==> src/systolic_defs.svh <==
`ifndef SYSTOLIC_DEFS_SVH
`define SYSTOLIC_DEFS_SVH

// Number format, bfloat16
`define DATA_W 16       // Whole word
`define EXP_W 8         // Exponent field
`define M_W 7           // Stored mantissa, hidden bit not counted
`define MULT_W 16       // Product of two hidden-bit significands
`define EXP_BIAS 127

// Array geometry
`define ARRAY_N 2       // Edge of the square PE grid

// Frame sizes
// Eight operand words, high byte first
`define PAYLOAD_BYTES 16
`define RESULT_WORDS 4  // C11, C12, C21, C22

// Start cycles from load until the last bottom-row sum has
// passed the deskew line, 3 * ARRAY_N
`define COMPUTE_CYCLES 6

`endif

==> src/float_pkg.sv <==
`default_nettype none

`include "systolic_defs.svh"

// Types for the bfloat16 number format
package float_pkg;

    // Sign, exponent, mantissa from MSB down
    typedef logic [`DATA_W-1:0] bf16_t;

    // Biased exponent field
    typedef logic [`EXP_W-1:0] exp_t;

    // Mantissa with the hidden 1 restored
    typedef logic [`M_W:0] sig_t;

endpackage

`default_nettype wire

==> src/link_pkg.sv <==
`default_nettype none

// Byte link types and controller FSM encodings
package link_pkg;

    typedef logic [7:0] byte_t; // One link byte

    // Frame markers, used as opcodes on both directions of the link
    typedef enum logic [7:0] {
        MARK_START = 8'hFE,
        MARK_END   = 8'hFF
    } marker_e;

    typedef enum logic [1:0] {
        WAIT_START, // Hunting for FE
        PAYLOAD,    // Collecting operand bytes
        BUSY        // Multiply running or result going out
    } rx_state_e;

    // Each state names the byte currently on tx_byte_o
    typedef enum logic [1:0] {
        TX_IDLE,
        TX_HEAD,
        TX_DATA,
        TX_TAIL
    } tx_state_e;

endpackage

`default_nettype wire

==> src/bf16_mul.sv <==
`default_nettype none

`include "systolic_defs.svh"

module bf16_mul (
    input  wire float_pkg::bf16_t a_i,
    input  wire float_pkg::bf16_t b_i,
    output float_pkg::bf16_t      product_o
);
    import float_pkg::*;

    localparam logic [`EXP_W+1:0] BIAS = `EXP_BIAS;
    localparam logic [`EXP_W+1:0] EXP_MAX = (1 << `EXP_W) - 2; // 254

    exp_t exp_a, exp_b;
    sig_t sig_a, sig_b;
    logic [`MULT_W-1:0] prod;
    logic [`EXP_W+1:0] exp_sum;  // Two spare bits, wraps high when negative
    logic [`M_W-1:0] man;
    logic sign;
    logic zero_in;
    logic out_of_range;

    assign exp_a = a_i[`DATA_W-2:`M_W];
    assign exp_b = b_i[`DATA_W-2:`M_W];
    assign sig_a = {1'b1, a_i[`M_W-1:0]};
    assign sig_b = {1'b1, b_i[`M_W-1:0]};
    assign sign = a_i[`DATA_W-1] ^ b_i[`DATA_W-1];

    assign prod = sig_a * sig_b; // Lies in [1,4)

    // Top bit set means product >= 2, so drop one more bit and bump the exponent
    assign man = prod[`MULT_W-1] ? prod[`MULT_W-2 -: `M_W] : prod[`MULT_W-3 -: `M_W];
    assign exp_sum = {2'b00, exp_a} + {2'b00, exp_b}
                   + {{(`EXP_W+1){1'b0}}, prod[`MULT_W-1]} - BIAS;

    assign zero_in = (exp_a == '0) || (exp_b == '0);
    // A negative sum wraps above EXP_MAX as well
    assign out_of_range = (exp_sum == '0) || (exp_sum > EXP_MAX);

    always_comb begin
        if (zero_in) begin
            product_o = '0;
        end else if (out_of_range) begin
            product_o = {sign, {`EXP_W{1'b1}}, {`M_W{1'b0}}}; // Saturate, both ways
        end else begin
            product_o = {sign, exp_sum[`EXP_W-1:0], man}; // Truncated, no rounding
        end
    end

endmodule

`default_nettype wire

==> src/bf16_add.sv <==
`default_nettype none

`include "systolic_defs.svh"

module bf16_add (
    input  wire float_pkg::bf16_t a_i,
    input  wire float_pkg::bf16_t b_i,
    output float_pkg::bf16_t      sum_o
);
    import float_pkg::*;

    bf16_t big;
    bf16_t lesser;
    exp_t exp_big;
    exp_t exp_small;
    exp_t exp_diff;
    exp_t exp_res;
    sig_t sig_big;
    sig_t sig_small;
    logic [`M_W+1:0] sig_sum; // One carry bit over the significand
    logic [`M_W-1:0] man_res;
    logic exception;
    logic like_sign;

    // Magnitude compare works on exponent and mantissa as one field
    assign {big, lesser} = (a_i[`DATA_W-2:0] < b_i[`DATA_W-2:0]) ? {b_i, a_i} : {a_i, b_i};

    assign exp_big = big[`DATA_W-2:`M_W];
    assign exp_small = lesser[`DATA_W-2:`M_W];
    assign sig_big = {1'b1, big[`M_W-1:0]};
    assign sig_small = {1'b1, lesser[`M_W-1:0]};

    assign exp_diff = exp_big - exp_small;
    assign sig_sum = {1'b0, sig_big} + {1'b0, sig_small >> exp_diff}; // Align then add

    // Carry out renormalizes by one place and drops the low bit
    assign man_res = sig_sum[`M_W+1] ? sig_sum[`M_W:1] : sig_sum[`M_W-1:0];
    assign exp_res = exp_big + {{(`EXP_W-1){1'b0}}, sig_sum[`M_W+1]};

    assign exception = (&exp_big) | (&exp_small);
    assign like_sign = (a_i[`DATA_W-1] == b_i[`DATA_W-1]);

    always_comb begin
        if (a_i[`DATA_W-2:`M_W] == '0) begin
            sum_o = b_i;                          // Zero passes the other side through
        end else if (b_i[`DATA_W-2:`M_W] == '0) begin
            sum_o = a_i;
        end else if (exception || !like_sign) begin
            sum_o = '0;                           // Inf/NaN and subtraction not supported
        end else begin
            sum_o = {big[`DATA_W-1], exp_res, man_res};
        end
    end

endmodule

`default_nettype wire

==> src/processing_element.sv <==
`default_nettype none

module processing_element (
    input  wire                   clk,
    input  wire                   reset,
    input  wire                   weight_en_i,   // Load the stationary weight
    input  wire                   compute_i,     // Advance one wavefront step
    input  wire float_pkg::bf16_t weight_i,
    input  wire float_pkg::bf16_t act_west_i,
    input  wire float_pkg::bf16_t psum_north_i,
    output float_pkg::bf16_t      act_east_o,
    output float_pkg::bf16_t      psum_south_o
);
    import float_pkg::*;

    bf16_t weight_q;
    bf16_t product;
    bf16_t psum_next;

    bf16_mul mul_inst (
        .a_i      (act_west_i),
        .b_i      (weight_q),
        .product_o(product)
    );

    // Incoming partial sum first, product second
    bf16_add add_inst (
        .a_i  (psum_north_i),
        .b_i  (product),
        .sum_o(psum_next)
    );

    always_ff @(posedge clk) begin
        if (weight_en_i) weight_q <= weight_i; // Held for the whole run
    end

    always_ff @(posedge clk or negedge reset) begin
        if (!reset) begin
            act_east_o <= '0;
            psum_south_o <= '0;
        end else if (compute_i) begin
            act_east_o <= act_west_i;   // Activation marches east
            psum_south_o <= psum_next;  // Sum marches south
        end
    end

endmodule

`default_nettype wire

==> src/systolic_core.sv <==
`default_nettype none

`include "systolic_defs.svh"

module systolic_core (
    input  wire                   clk,
    input  wire                   reset,
    input  wire                   load_i,
    input  wire                   start_i,
    input  wire float_pkg::bf16_t a_words_i [0:`ARRAY_N*`ARRAY_N-1], // Row-major A
    input  wire float_pkg::bf16_t b_words_i [0:`ARRAY_N*`ARRAY_N-1], // Row-major B
    output logic                  done_o,
    output float_pkg::bf16_t      result_words_o [0:`RESULT_WORDS-1]
);
    import float_pkg::*;

    localparam int N = `ARRAY_N;
    localparam int SR_LEN = 2 * N - 1;  // Column of A plus the row skew
    localparam int CNT_W = $clog2(`COMPUTE_CYCLES);

    bf16_t act_sr [N][SR_LEN];    // Row feeders, element 0 enters the grid
    bf16_t act_h [N][N];          // West input of each cell
    bf16_t psum_v [N+1][N];       // North input of each cell, row N is the bottom edge
    bf16_t deskew [SR_LEN][N];    // Bottom-row sums, newest at 0
    logic [CNT_W-1:0] cycle_cnt;
    logic last_cycle;

    assign last_cycle = (cycle_cnt == CNT_W'(`COMPUTE_CYCLES - 1));

    always_ff @(posedge clk or negedge reset) begin
        if (!reset) begin
            cycle_cnt <= '0;
            done_o <= 1'b0;
        end else begin
            done_o <= 1'b0;  // Single-cycle pulse
            if (load_i) begin
                cycle_cnt <= '0;
            end else if (start_i) begin
                if (last_cycle) begin
                    cycle_cnt <= '0;
                    done_o <= 1'b1;
                end else begin
                    cycle_cnt <= cycle_cnt + 1'b1;
                end
            end
        end
    end

    always_ff @(posedge clk) begin
        if (load_i) begin
            for (int r = 0; r < N; r++) begin
                for (int k = 0; k < SR_LEN; k++) act_sr[r][k] <= '0;
                // Row r carries column r of A, delayed r slots
                for (int i = 0; i < N; i++) act_sr[r][i+r] <= a_words_i[i*N+r];
            end
        end else if (start_i) begin
            for (int r = 0; r < N; r++) begin
                for (int k = 0; k < SR_LEN - 1; k++) act_sr[r][k] <= act_sr[r][k+1];
                act_sr[r][SR_LEN-1] <= '0; // Zeros trail the operands
            end
            for (int c = 0; c < N; c++) begin
                deskew[0][c] <= psum_v[N][c];
                for (int k = 1; k < SR_LEN; k++) deskew[k][c] <= deskew[k-1][c];
            end
            if (last_cycle) begin
                // C[i][j] left the grid i+j cycles after C[0][0], so it sits i+j taps nearer
                for (int i = 0; i < N; i++) begin
                    for (int j = 0; j < N; j++) begin
                        result_words_o[i*N+j] <= deskew[SR_LEN-1-i-j][j];
                    end
                end
            end
        end
    end

    for (genvar c = 0; c < N; c++) begin : g_top
        assign psum_v[0][c] = '0; // No partial sum above the top row
    end

    for (genvar r = 0; r < N; r++) begin : g_row
        assign act_h[r][0] = act_sr[r][0];
        for (genvar c = 0; c < N; c++) begin : g_col
            if (c < N - 1) begin : g_inner
                processing_element pe_inst (
                    .clk(clk), .reset(reset),
                    .weight_en_i(load_i), .compute_i(start_i),
                    .weight_i(b_words_i[r*N+c]),        // Cell (r,c) keeps B[r][c]
                    .act_west_i(act_h[r][c]), .psum_north_i(psum_v[r][c]),
                    .act_east_o(act_h[r][c+1]), .psum_south_o(psum_v[r+1][c])
                );
            end else begin : g_edge
                processing_element pe_inst (
                    .clk(clk), .reset(reset),
                    .weight_en_i(load_i), .compute_i(start_i),
                    .weight_i(b_words_i[r*N+c]),
                    .act_west_i(act_h[r][c]), .psum_north_i(psum_v[r][c]),
                    .act_east_o(), .psum_south_o(psum_v[r+1][c]) // East edge drops out
                );
            end
        end
    end

endmodule

`default_nettype wire

==> src/frame_controller.sv <==
`default_nettype none

`include "systolic_defs.svh"

module frame_controller (
    input  wire                   clk,
    input  wire                   reset,
    input  wire                   rx_valid_i,
    input  wire link_pkg::byte_t  rx_byte_i,
    output logic                  tx_valid_o,
    output link_pkg::byte_t       tx_byte_o,
    output logic                  busy_o,
    output logic                  load_o,
    output logic                  start_o,
    output float_pkg::bf16_t      a_words_o [0:`ARRAY_N*`ARRAY_N-1],
    output float_pkg::bf16_t      b_words_o [0:`ARRAY_N*`ARRAY_N-1],
    input  wire                   done_i,
    input  wire float_pkg::bf16_t result_words_i [0:`RESULT_WORDS-1]
);
    import float_pkg::*;
    import link_pkg::*;

    localparam int MAT_WORDS = `ARRAY_N * `ARRAY_N;
    localparam int BC_W = $clog2(`PAYLOAD_BYTES);
    localparam int WC_W = $clog2(`RESULT_WORDS);

    rx_state_e rx_state;
    tx_state_e tx_state;
    logic [BC_W-1:0] byte_cnt;       // Payload byte index
    bf16_t operand_q [2*MAT_WORDS];  // A words then B words
    logic [WC_W-1:0] word_cnt;       // Next result word to send
    logic half_sel;                  // 0 high byte, 1 low byte
    bf16_t tx_word;
    byte_t data_byte;

    assign busy_o = (rx_state == BUSY);

    always_ff @(posedge clk or negedge reset) begin
        if (!reset) begin
            rx_state <= WAIT_START;
            byte_cnt <= '0;
            load_o <= 1'b0;
            start_o <= 1'b0;
        end else begin
            load_o <= 1'b0;
            case (rx_state)
                WAIT_START: begin
                    if (rx_valid_i && rx_byte_i == MARK_START) begin // Anything else is junk
                        rx_state <= PAYLOAD;
                        byte_cnt <= '0;
                    end
                end
                PAYLOAD: begin
                    if (rx_valid_i) begin
                        byte_cnt <= byte_cnt + 1'b1;
                        if (byte_cnt == BC_W'(`PAYLOAD_BYTES - 1)) begin
                            rx_state <= BUSY;
                            load_o <= 1'b1;
                        end
                    end
                end
                BUSY: begin
                    // Strobes are dropped here
                    if (load_o) start_o <= 1'b1;
                    else if (done_i) start_o <= 1'b0;
                    if (tx_state == TX_TAIL) rx_state <= WAIT_START; // FF is on the wire now
                end
                default: rx_state <= WAIT_START;
            endcase
        end
    end

    // Operand assembly, high byte first
    always_ff @(posedge clk) begin
        if (rx_state == PAYLOAD && rx_valid_i) begin
            if (byte_cnt[0]) operand_q[byte_cnt[BC_W-1:1]][7:0] <= rx_byte_i;
            else operand_q[byte_cnt[BC_W-1:1]][15:8] <= rx_byte_i;
        end
    end

    always_comb begin
        for (int i = 0; i < MAT_WORDS; i++) begin
            a_words_o[i] = operand_q[i];
            b_words_o[i] = operand_q[MAT_WORDS+i];
        end
    end

    assign tx_word = result_words_i[word_cnt];
    assign data_byte = half_sel ? tx_word[7:0] : tx_word[15:8];

    // Result frame, one byte per cycle
    always_ff @(posedge clk or negedge reset) begin
        if (!reset) begin
            tx_state <= TX_IDLE;
            tx_valid_o <= 1'b0;
            tx_byte_o <= '0;
            word_cnt <= '0;
            half_sel <= 1'b0;
        end else begin
            case (tx_state)
                TX_IDLE: begin
                    if (start_o && done_i) begin
                        tx_state <= TX_HEAD;
                        tx_valid_o <= 1'b1;
                        tx_byte_o <= MARK_START;
                        word_cnt <= '0;
                        half_sel <= 1'b0;
                    end
                end
                TX_HEAD: begin
                    tx_state <= TX_DATA;
                    tx_byte_o <= data_byte;
                    {word_cnt, half_sel} <= {word_cnt, half_sel} + 1'b1;
                end
                TX_DATA: begin
                    if (word_cnt == '0 && !half_sel) begin // Counter wrapped, all eight sent
                        tx_state <= TX_TAIL;
                        tx_byte_o <= MARK_END;
                    end else begin
                        tx_byte_o <= data_byte;
                        {word_cnt, half_sel} <= {word_cnt, half_sel} + 1'b1;
                    end
                end
                TX_TAIL: begin
                    tx_state <= TX_IDLE;
                    tx_valid_o <= 1'b0;
                end
                default: tx_state <= TX_IDLE;
            endcase
        end
    end

endmodule

`default_nettype wire

==> src/neural_chip_top.sv <==
`default_nettype none

`include "systolic_defs.svh"

module neural_chip_top (
    input  wire                  clk,
    input  wire                  reset,
    input  wire                  rx_valid_i,
    input  wire link_pkg::byte_t rx_byte_i,
    output logic                 tx_valid_o,
    output link_pkg::byte_t      tx_byte_o,
    output logic                 busy_o      // Frame in progress, strobes ignored
);
    import float_pkg::*;

    logic load;
    logic start;
    logic done;
    bf16_t a_words [0:`ARRAY_N*`ARRAY_N-1];
    bf16_t b_words [0:`ARRAY_N*`ARRAY_N-1];
    bf16_t result_words [0:`RESULT_WORDS-1];

    frame_controller frame_controller_inst (
        .clk(clk), .reset(reset),
        .rx_valid_i(rx_valid_i), .rx_byte_i(rx_byte_i),
        .tx_valid_o(tx_valid_o), .tx_byte_o(tx_byte_o),
        .busy_o(busy_o),
        .load_o(load), .start_o(start),
        .a_words_o(a_words), .b_words_o(b_words),
        .done_i(done), .result_words_i(result_words)
    );

    systolic_core systolic_core_inst (
        .clk(clk), .reset(reset),
        .load_i(load), .start_i(start),
        .a_words_i(a_words), .b_words_i(b_words),
        .done_o(done), .result_words_o(result_words)
    );

endmodule

`default_nettype wire

==> config.mk <==
export PLATFORM = sky130hd
export DESIGN_NAME = neural_chip_top
export DESIGN_NICKNAME = d
export VERILOG_FILES = /design/src/float_pkg.sv /design/src/link_pkg.sv /design/src/bf16_mul.sv /design/src/bf16_add.sv /design/src/processing_element.sv /design/src/systolic_core.sv /design/src/frame_controller.sv /design/src/neural_chip_top.sv
export VERILOG_INCLUDE_DIRS = /design/src /design/src/src
export SDC_FILE = /design/constraint.sdc
export NUM_CORES = 1
export LEC_CHECK = 0
export BUFFER_PORTS_ARGS = -buffer_cell sky130_fd_sc_hd__buf_4
export CAP_MARGIN = 20
export CORE_MARGIN = 5
export CORE_UTILIZATION = 65
export DETAILED_ROUTE_END_ITERATION = 10
export PLACE_DENSITY = 0.81
export SLEW_MARGIN = 10
export SYNTH_ARGS = -nofsm -noshare
export SYNTH_HDL_FRONTEND = slang
export SYNTH_SLANG_ARGS = --single-unit
==> constraint.sdc <==
create_clock -name clk -period 16.5 [get_ports clk]
set_input_delay 1.65 -clock clk [delete_from_list [all_inputs] [get_ports clk]]
set_output_delay 1.65 -clock clk [all_outputs]
set_load 0.03 [all_outputs]
Word-level counts from Yosys, hierarchy flattened --
Memories as Yosys holds them, arrays and structs flattened. A register that Yosys moved wholly into a read port is not among the register bits. Index checks and enable logic that the tools add are counted.
Word-level totals: flip-flop bits (word level) 170, RAM bits 320, input port bits 11, output and inout bits 10, logic and storage cells 225, memories 3
Memory list:
- frame_controller_inst.operand_q | words 8, bits a word 16, rd ports 8, clocked after memory_dff 4, wr ports 1, RTL line frame_controller.sv:30 | bf16_t operand_q [2*MAT_WORDS];
- systolic_core_inst.act_sr | words 2, bits a word 48, rd ports 2, clocked after memory_dff 0, wr ports 2, RTL line systolic_core.sv:21 | bf16_t act_sr [N][SR_LEN];
- systolic_core_inst.deskew | words 3, bits a word 32, rd ports 3, clocked after memory_dff 1, wr ports 3, RTL line systolic_core.sv:24 | bf16_t deskew [SR_LEN][N];
Operators by class: $add $sub $neg 21, multiply operators 4, magnitude comparators 7, eq/ne operators 17, shift-type cells 2, mux-type cells 80, bitwise operators 18, reductions and logical operators 53
Operator list (count):
- $mux W16 | 22
- $logic_not A8 Y1 | 12
- $mul A8 B8 Y16 | 4
- $mux W32 | 2
- $mux W15 | 4
- $add A8 B8 Y9 | 6
- $mux W7 | 6
- $add A10 B1 Y10 | 4
- $gt A10 B8 Y1 const B | 4
- $logic_not A10 Y1 | 4
- $sub A10 B7 Y10 const B | 4
- $bmux W16 S2 | 1
- $reduce_and A8 Y1 | 4
- $lt A15 B15 Y1 | 2
- $mux W8 | 3
- $pmux W8 S3 | 1
- $mux W1 | 22
- $add A8 B1 Y8 | 2
- $mux W2 | 8
- $shr A8 B8 Y8 | 2
- $sub A8 B8 Y8 | 2
- $or A1 B1 Y1 | 12
- $pmux W2 S3 | 2
- $logic_or A1 B1 Y1 | 10
- 28 further kinds | 59

Logic depth before layout (Yosys ltp) --
An unclocked memory read counts as a cell.
word-level depth 17, gate-level depth with buffers 68, depth with buffers taken out 62

By module --
A second synthesis with hierarchy kept.
Second synthesis, totals: cell total of the unflattened synthesis 3784, area total of the unflattened synthesis 41224.5 µm²
By module, submodules not included:
- bf16_add | instances 4, cells an instance 336, area an instance 2308.5 µm², sequential area each 0.0 µm²
- systolic_core | instances 1, cells an instance 403, area an instance 7674.9 µm², sequential area each 6666.4 µm²
- processing_element | instances 4, cells an instance 84, area an instance 1825.5 µm², sequential area each 1281.2 µm²
- frame_controller | instances 1, cells an instance 279, area an instance 5564.1 µm², sequential area each 4394.2 µm²
- bf16_mul at systolic_core_inst.g_row[0].g_col[0].g_inner.pe_inst.mul_inst | instances 1, cells an instance 359, area an instance 2916.5 µm², sequential area each 0.0 µm²
- bf16_mul at systolic_core_inst.g_row[1].g_col[1].g_edge.pe_inst.mul_inst | instances 1, cells an instance 373, area an instance 2904.0 µm², sequential area each 0.0 µm²
- bf16_mul at systolic_core_inst.g_row[0].g_col[1].g_edge.pe_inst.mul_inst | instances 1, cells an instance 343, area an instance 2820.2 µm², sequential area each 0.0 µm²
- bf16_mul at systolic_core_inst.g_row[1].g_col[0].g_inner.pe_inst.mul_inst | instances 1, cells an instance 347, area an instance 2808.9 µm², sequential area each 0.0 µm²

Worst setup path before layout --
OpenSTA, ideal clock, no wires.
path kind reg2reg, from mem systolic_core_inst.act_sr[1][36] in the netlist's numbering, to reg systolic_core_inst.g_row[1].g_col[0].g_inner.pe_inst.psum_south_o[13], library setup time 125 ps, arrival 13959 ps, required time 16375 ps, setup slack 2417 ps, stages on the path, launching flop included 63, path buffers 4, clock period less this slack 14083 ps, path through edfxtp_1 and2_1 fa_1 fa_1 fa_1 inv_1 fa_1 inv_1 ha_1 a21oi_1 o21ai_0 a22oi_1 o21ai_0 xnor2_1 clkinv_1 ha_1 inv_1 ha_1 (+27 left out) ha_1 inv_1 fa_1 inv_1 a21oi_1 o21ai_0 a21o_1 a21o_1 a211oi_2 inv_1 ha_1 nand2_1 a211oi_1 xnor2_1 o21ai_0 a22oi_1 a21oi_1 mux2_2
RTL lines:
- from (decl) | RTL line systolic_core.sv:21
- to (signal assigned) | RTL line processing_element.sv:43 | psum_south_o <= psum_next;
- to (decl) | RTL line processing_element.sv:12 | output float_pkg::bf16_t psum_south_o

==> results summary <==
The flow ran to the end, and the final reports show no timing, DRC or antenna violations. The clock insertion delay at the later pin of the skew report is 0.62 ns. The first global-routing pass estimated about 130000 um of wire. In the post-synthesis netlist, the biggest area contributors are sky130_fd_sc_hd__edfxtp_1 36%, sky130_fd_sc_hd__dfrtp_1 9.1%, sky130_fd_sc_hd__fa_1 8.7%. The power density normalized to cell area is 73.7 mW/mm2. The horizontal die dimension is 237 um. The critical path startpoint category is a flop.

The maximum fanout along the worst path came out at 20. Before antenna repair, the detailed router went through 5 iterations. The class of the most critical hold timing path is reg2reg.

The number of antenna violations at the first check in global routing is 2. The worst setup path is captured at a flop. TritonCTS built the clock tree. The number of vias after detailed routing is approximately 24000. Entering global routing, the biggest net connects 82 pins. The global routing usage summed across all routing layers is 0.279.

After clock tree synthesis, the clock-pin slew on the worst setup and hold paths is about 0.06 ns. For this run, the register share of the synthesized area comes to 0.458. The total power draw came out at 0.00268 W. The area share of the largest cell type after synthesis is 0.357. The number of nets in the finished design came out at 3442. The total count of max-transition violations in the final report came out at 0. The maximum vdd drop is 0.104 mV. The routed length per placed instance is about 21 um. The largest single stage delay on the critical path is 0.82 ns.

The number of design-rule violations left by the first detailed-router iteration is roughly 2200. The shortest period the worst path allows came out at 15.11 ns. The hold buffer count at CTS came out at 0.

The H-tree was split into 2 levels. The number of buffers added by the clock tree synthesis step is 54. The starting density of the core came out at 0.655.

After synthesis the netlist holds a flip-flop and latch count of ~540. Pin placement for this block handled 21 I/O pins. The placer congestion estimate came out at between 0.9 and 1. The most numerous cell on the critical path is sky130_fd_sc_hd__inv_1.

The top cell types in the final layout, fill and taps aside, are 400 x sky130_fd_sc_hd__edfxtp_1, 343 x sky130_fd_sc_hd__inv_1, 240 x sky130_fd_sc_hd__nand2_1, 227 x sky130_fd_sc_hd__ha_1, 189 x sky130_fd_sc_hd__and2_1. Compared with the post-synthesis result, the final layout area differs by 7.98%. The worst setup path is of the reg2reg kind.

The cell at the slowest stage of the critical path is sky130_fd_sc_hd__nor4_1. After detailed routing, the number of vias per cell comes to 6.22. The relative max-transition margin is 0.282.

The required time of the critical path is 17.00 ns. The netlist area before placement came out at approximately 0.034 mm2. For this design, the sink count on the clock tree is 538.

Counting along the longest clock path gives a buffer depth of 3. The fmax came out at ~66 MHz. Setup repair after global routing left no endpoint under its margin. The cell area reported after detailed placement is 0.0345 mm2. The residual DRC count is 0. The die covers 0.0564 mm2. The number of distinct standard cells referenced by the synthesized netlist came out at approximately 110. The endpoint arrival time on the critical path is between 15 and 20 ns. In this run the tool buffered the top-level ports with 20 buffer cells. The library cell used most frequently in the layout, excluding fill and tap cells, is sky130_fd_sc_hd__edfxtp_1. The tree is rooted in a sky130_fd_sc_hd__clkbuf_16. The final standard cell area without fillers came out at ~0.036 mm2. The aggregate routed wire length came out at 79200 um. The worst setup slack after layout is between 1 and 1.5 ns. The post-CTS setup-driven buffer insertion count came out at 0. After synthesis, the mean cell area works out to 11.1 um2. In this run the static leakage power is 14.4 nW. The fraction of the cycle the final worst path needs came out at 0.915. Clock skew on the completed layout was measured at 0.0340 ns.

Timing analysis after detailed placement gives a worst setup slack of 0.818 ns. The number of max-cap violations came out at 0. The number of setup violations in the final report came out at 0.

The number of hold violations in the final report is 0. The share of flip-flops with an asynchronous set or reset is 0.227. The count of nets left with antenna violations once routing finished came out at 0. Counting every net in the synthesized netlist gives 3422.

The placed wire-length estimate after detailed placement came out at 57400 um. In the synthesized netlist the dominant register cell turns out to be sky130_fd_sc_hd__edfxtp_1. The floorplan core area is 0.0513 mm2. The largest area contributor in the synthesized netlist is sky130_fd_sc_hd__edfxtp_1. The global route total overflow came out at 0. Synthesis handed over a netlist of 3038 instances. The post-cts sizing count is 0. After floorplanning, the core was divided into 83 placement rows.

The number of global-route vias before repair is 23400. The slew at the pin with the worst max-slew slack came out at 1.07 ns. The post-route setup TNS came out at 0 ns. Across all hold checks on the routed design, the worst slack comes to 0.417 ns. The vertical die dimension came out at approximately 240 um. The synthesized design contains 400 enable-type register cells. The yosys synthesis warning count is 0. The share of layout cells above drive strength 1 came out at 0.0886.
-- area by class of cell --
type | count | area, um2
multi-input cells | 2070 | 16600
flip-flops and latches | 538 | 15400
fillers | 3616 | 15000
clock buffers | 62 | 1380
inverters | 347 | 1300
well taps | 680 | 851
clock inverters | 40 | 399
repair buffers | 47 | 350
diodes | 1 | 2.50
-- through the flow --
stage,std cells,util
detailed placement,3678,0.672
CTS,3780,0.707
global placement,3678,0.672
finish,3785,0.707
floorplan,3038,-
global route,3784,0.707
-- per-layer routing --
metal,vias up,global-route usage,part of all wire
li1,10900,-,-
met1,11600,0.400,0.43
met2,862,0.456,0.48
met3,154,0.0336,0.066
met4,0,0.0840,0.028
met5,-,0,0
-- power breakdown --
part / switching (W) / internal [W] / leakage [nW] / total (W)
combinational: 0.0000156 / 0.00000189 / 8.69 / 0.0000175
clock: 0.000538 / 0.000677 / 0.856 / 0.00122
sequential: 0 / 0.00144 / 4.86 / 0.00144
total: 0.000554 / 0.00212 / 14.4 / 0.00268
-- cells in the mapped netlist (8+ instances only) --
cell type                  instances
sky130_fd_sc_hd__a211oi_1         21
sky130_fd_sc_hd__a21o_1           41
sky130_fd_sc_hd__a21oi_1         140
sky130_fd_sc_hd__a22o_1           18
sky130_fd_sc_hd__a31o_2           10
sky130_fd_sc_hd__a31oi_1          24
sky130_fd_sc_hd__and2_1          189
sky130_fd_sc_hd__and3_1           14
sky130_fd_sc_hd__buf_1             8
sky130_fd_sc_hd__clkbuf_1         72
sky130_fd_sc_hd__dfrtp_1         122
sky130_fd_sc_hd__dfxtp_1          16
sky130_fd_sc_hd__edfxtp_1        400
sky130_fd_sc_hd__fa_1            146
sky130_fd_sc_hd__ha_1            227
sky130_fd_sc_hd__inv_1           343
sky130_fd_sc_hd__mux2_2           63
sky130_fd_sc_hd__mux2i_1          37
sky130_fd_sc_hd__mux4_2           13
sky130_fd_sc_hd__nand2_1         240
sky130_fd_sc_hd__nand2b_1         37
sky130_fd_sc_hd__nand3_1          47
sky130_fd_sc_hd__nand4_1          17
sky130_fd_sc_hd__nor2_1          146
sky130_fd_sc_hd__nor2b_1          25
sky130_fd_sc_hd__nor3_1           54
sky130_fd_sc_hd__nor4_1           36
sky130_fd_sc_hd__o211ai_1         30
sky130_fd_sc_hd__o21a_1           11
sky130_fd_sc_hd__o21ai_0         127
sky130_fd_sc_hd__o21bai_1         21
sky130_fd_sc_hd__o221ai_1         10
sky130_fd_sc_hd__o22ai_1          50
sky130_fd_sc_hd__o31ai_1           9
sky130_fd_sc_hd__or2_2            13
sky130_fd_sc_hd__or3_1            18
sky130_fd_sc_hd__xnor2_1          58
sky130_fd_sc_hd__xor2_1           31
-- critical path: cells and delay by family (launching register included) --
| kind | cells | cell delay (ns) |
|---|---|---|
| AND/OR/NAND/NOR | 13 | 3.00 |
| multiplexers | 2 | 0.62 |
| buffers and inverters | 10 | 1.55 |
| XOR/XNOR | 1 | 0.47 |
| adder cells (fa/ha/maj) | 11 | 4.14 |
| AO/OA/AOI/OAI | 18 | 4.60 |
| flip-flops | 1 | 0.55 |
-- final timing paths --
| kind | start | end | slack [ns] | cells past startpoint |
|---|---|---|---|---|
| worst max register to register | systolic_core_inst.act_sr[1][36] | flop | 1.39 | 55 |
| worst max-delay path | systolic_core_inst.act_sr[1][36] | flop | 1.39 | 55 |
| worst min register to register | frame_controller_inst.operand_q[4][13] | flop | 0.42 | 0 |
| max in group asynchronous | reset | asynchronous set/reset pin | 13.97 | 2 |
| worst min-delay path | frame_controller_inst.operand_q[4][13] | flop | 0.42 | 0 |
| min in group asynchronous | reset | frame_controller_inst.word_cnt[0] | 1.19 | 1 |
-- kinds of logic after synthesis --
family	after synthesis	synth area share
adders and majority gates	373	0.171
xor gates and xnor gates	92	0.0246
buffers and inverters	430	0.0485
AOI/OAI and AO/OA	611	0.121
DFF	538	0.458
muxes	114	0.0415
and+or+nand+nor	880	0.135
-- sequential cells by signal, summed over array words and instances, names as in the netlist, 2 cells and up --
signal	count
systolic_core_inst.result_words_o	64
systolic_core_inst.cycle_cnt	3
frame_controller_inst.byte_cnt	4
frame_controller_inst.tx_state	2
systolic_core_inst.g_row.g_col.g_inner.pe_inst.psum_south_o	32
systolic_core_inst.act_sr	80
frame_controller_inst.word_cnt	2
systolic_core_inst.g_row.g_col.g_edge.pe_inst.weight_q	32
frame_controller_inst.rx_state	2
systolic_core_inst.deskew	80
systolic_core_inst.g_row.g_col.g_inner.pe_inst.weight_q	32
systolic_core_inst.g_row.g_col.g_edge.pe_inst.psum_south_o	32
systolic_core_inst.g_row.g_col.g_inner.pe_inst.act_east_o	32
frame_controller_inst.tx_byte_o	8
frame_controller_inst.operand_q	128
Note: power is estimated with default switching activity, not from simulation.
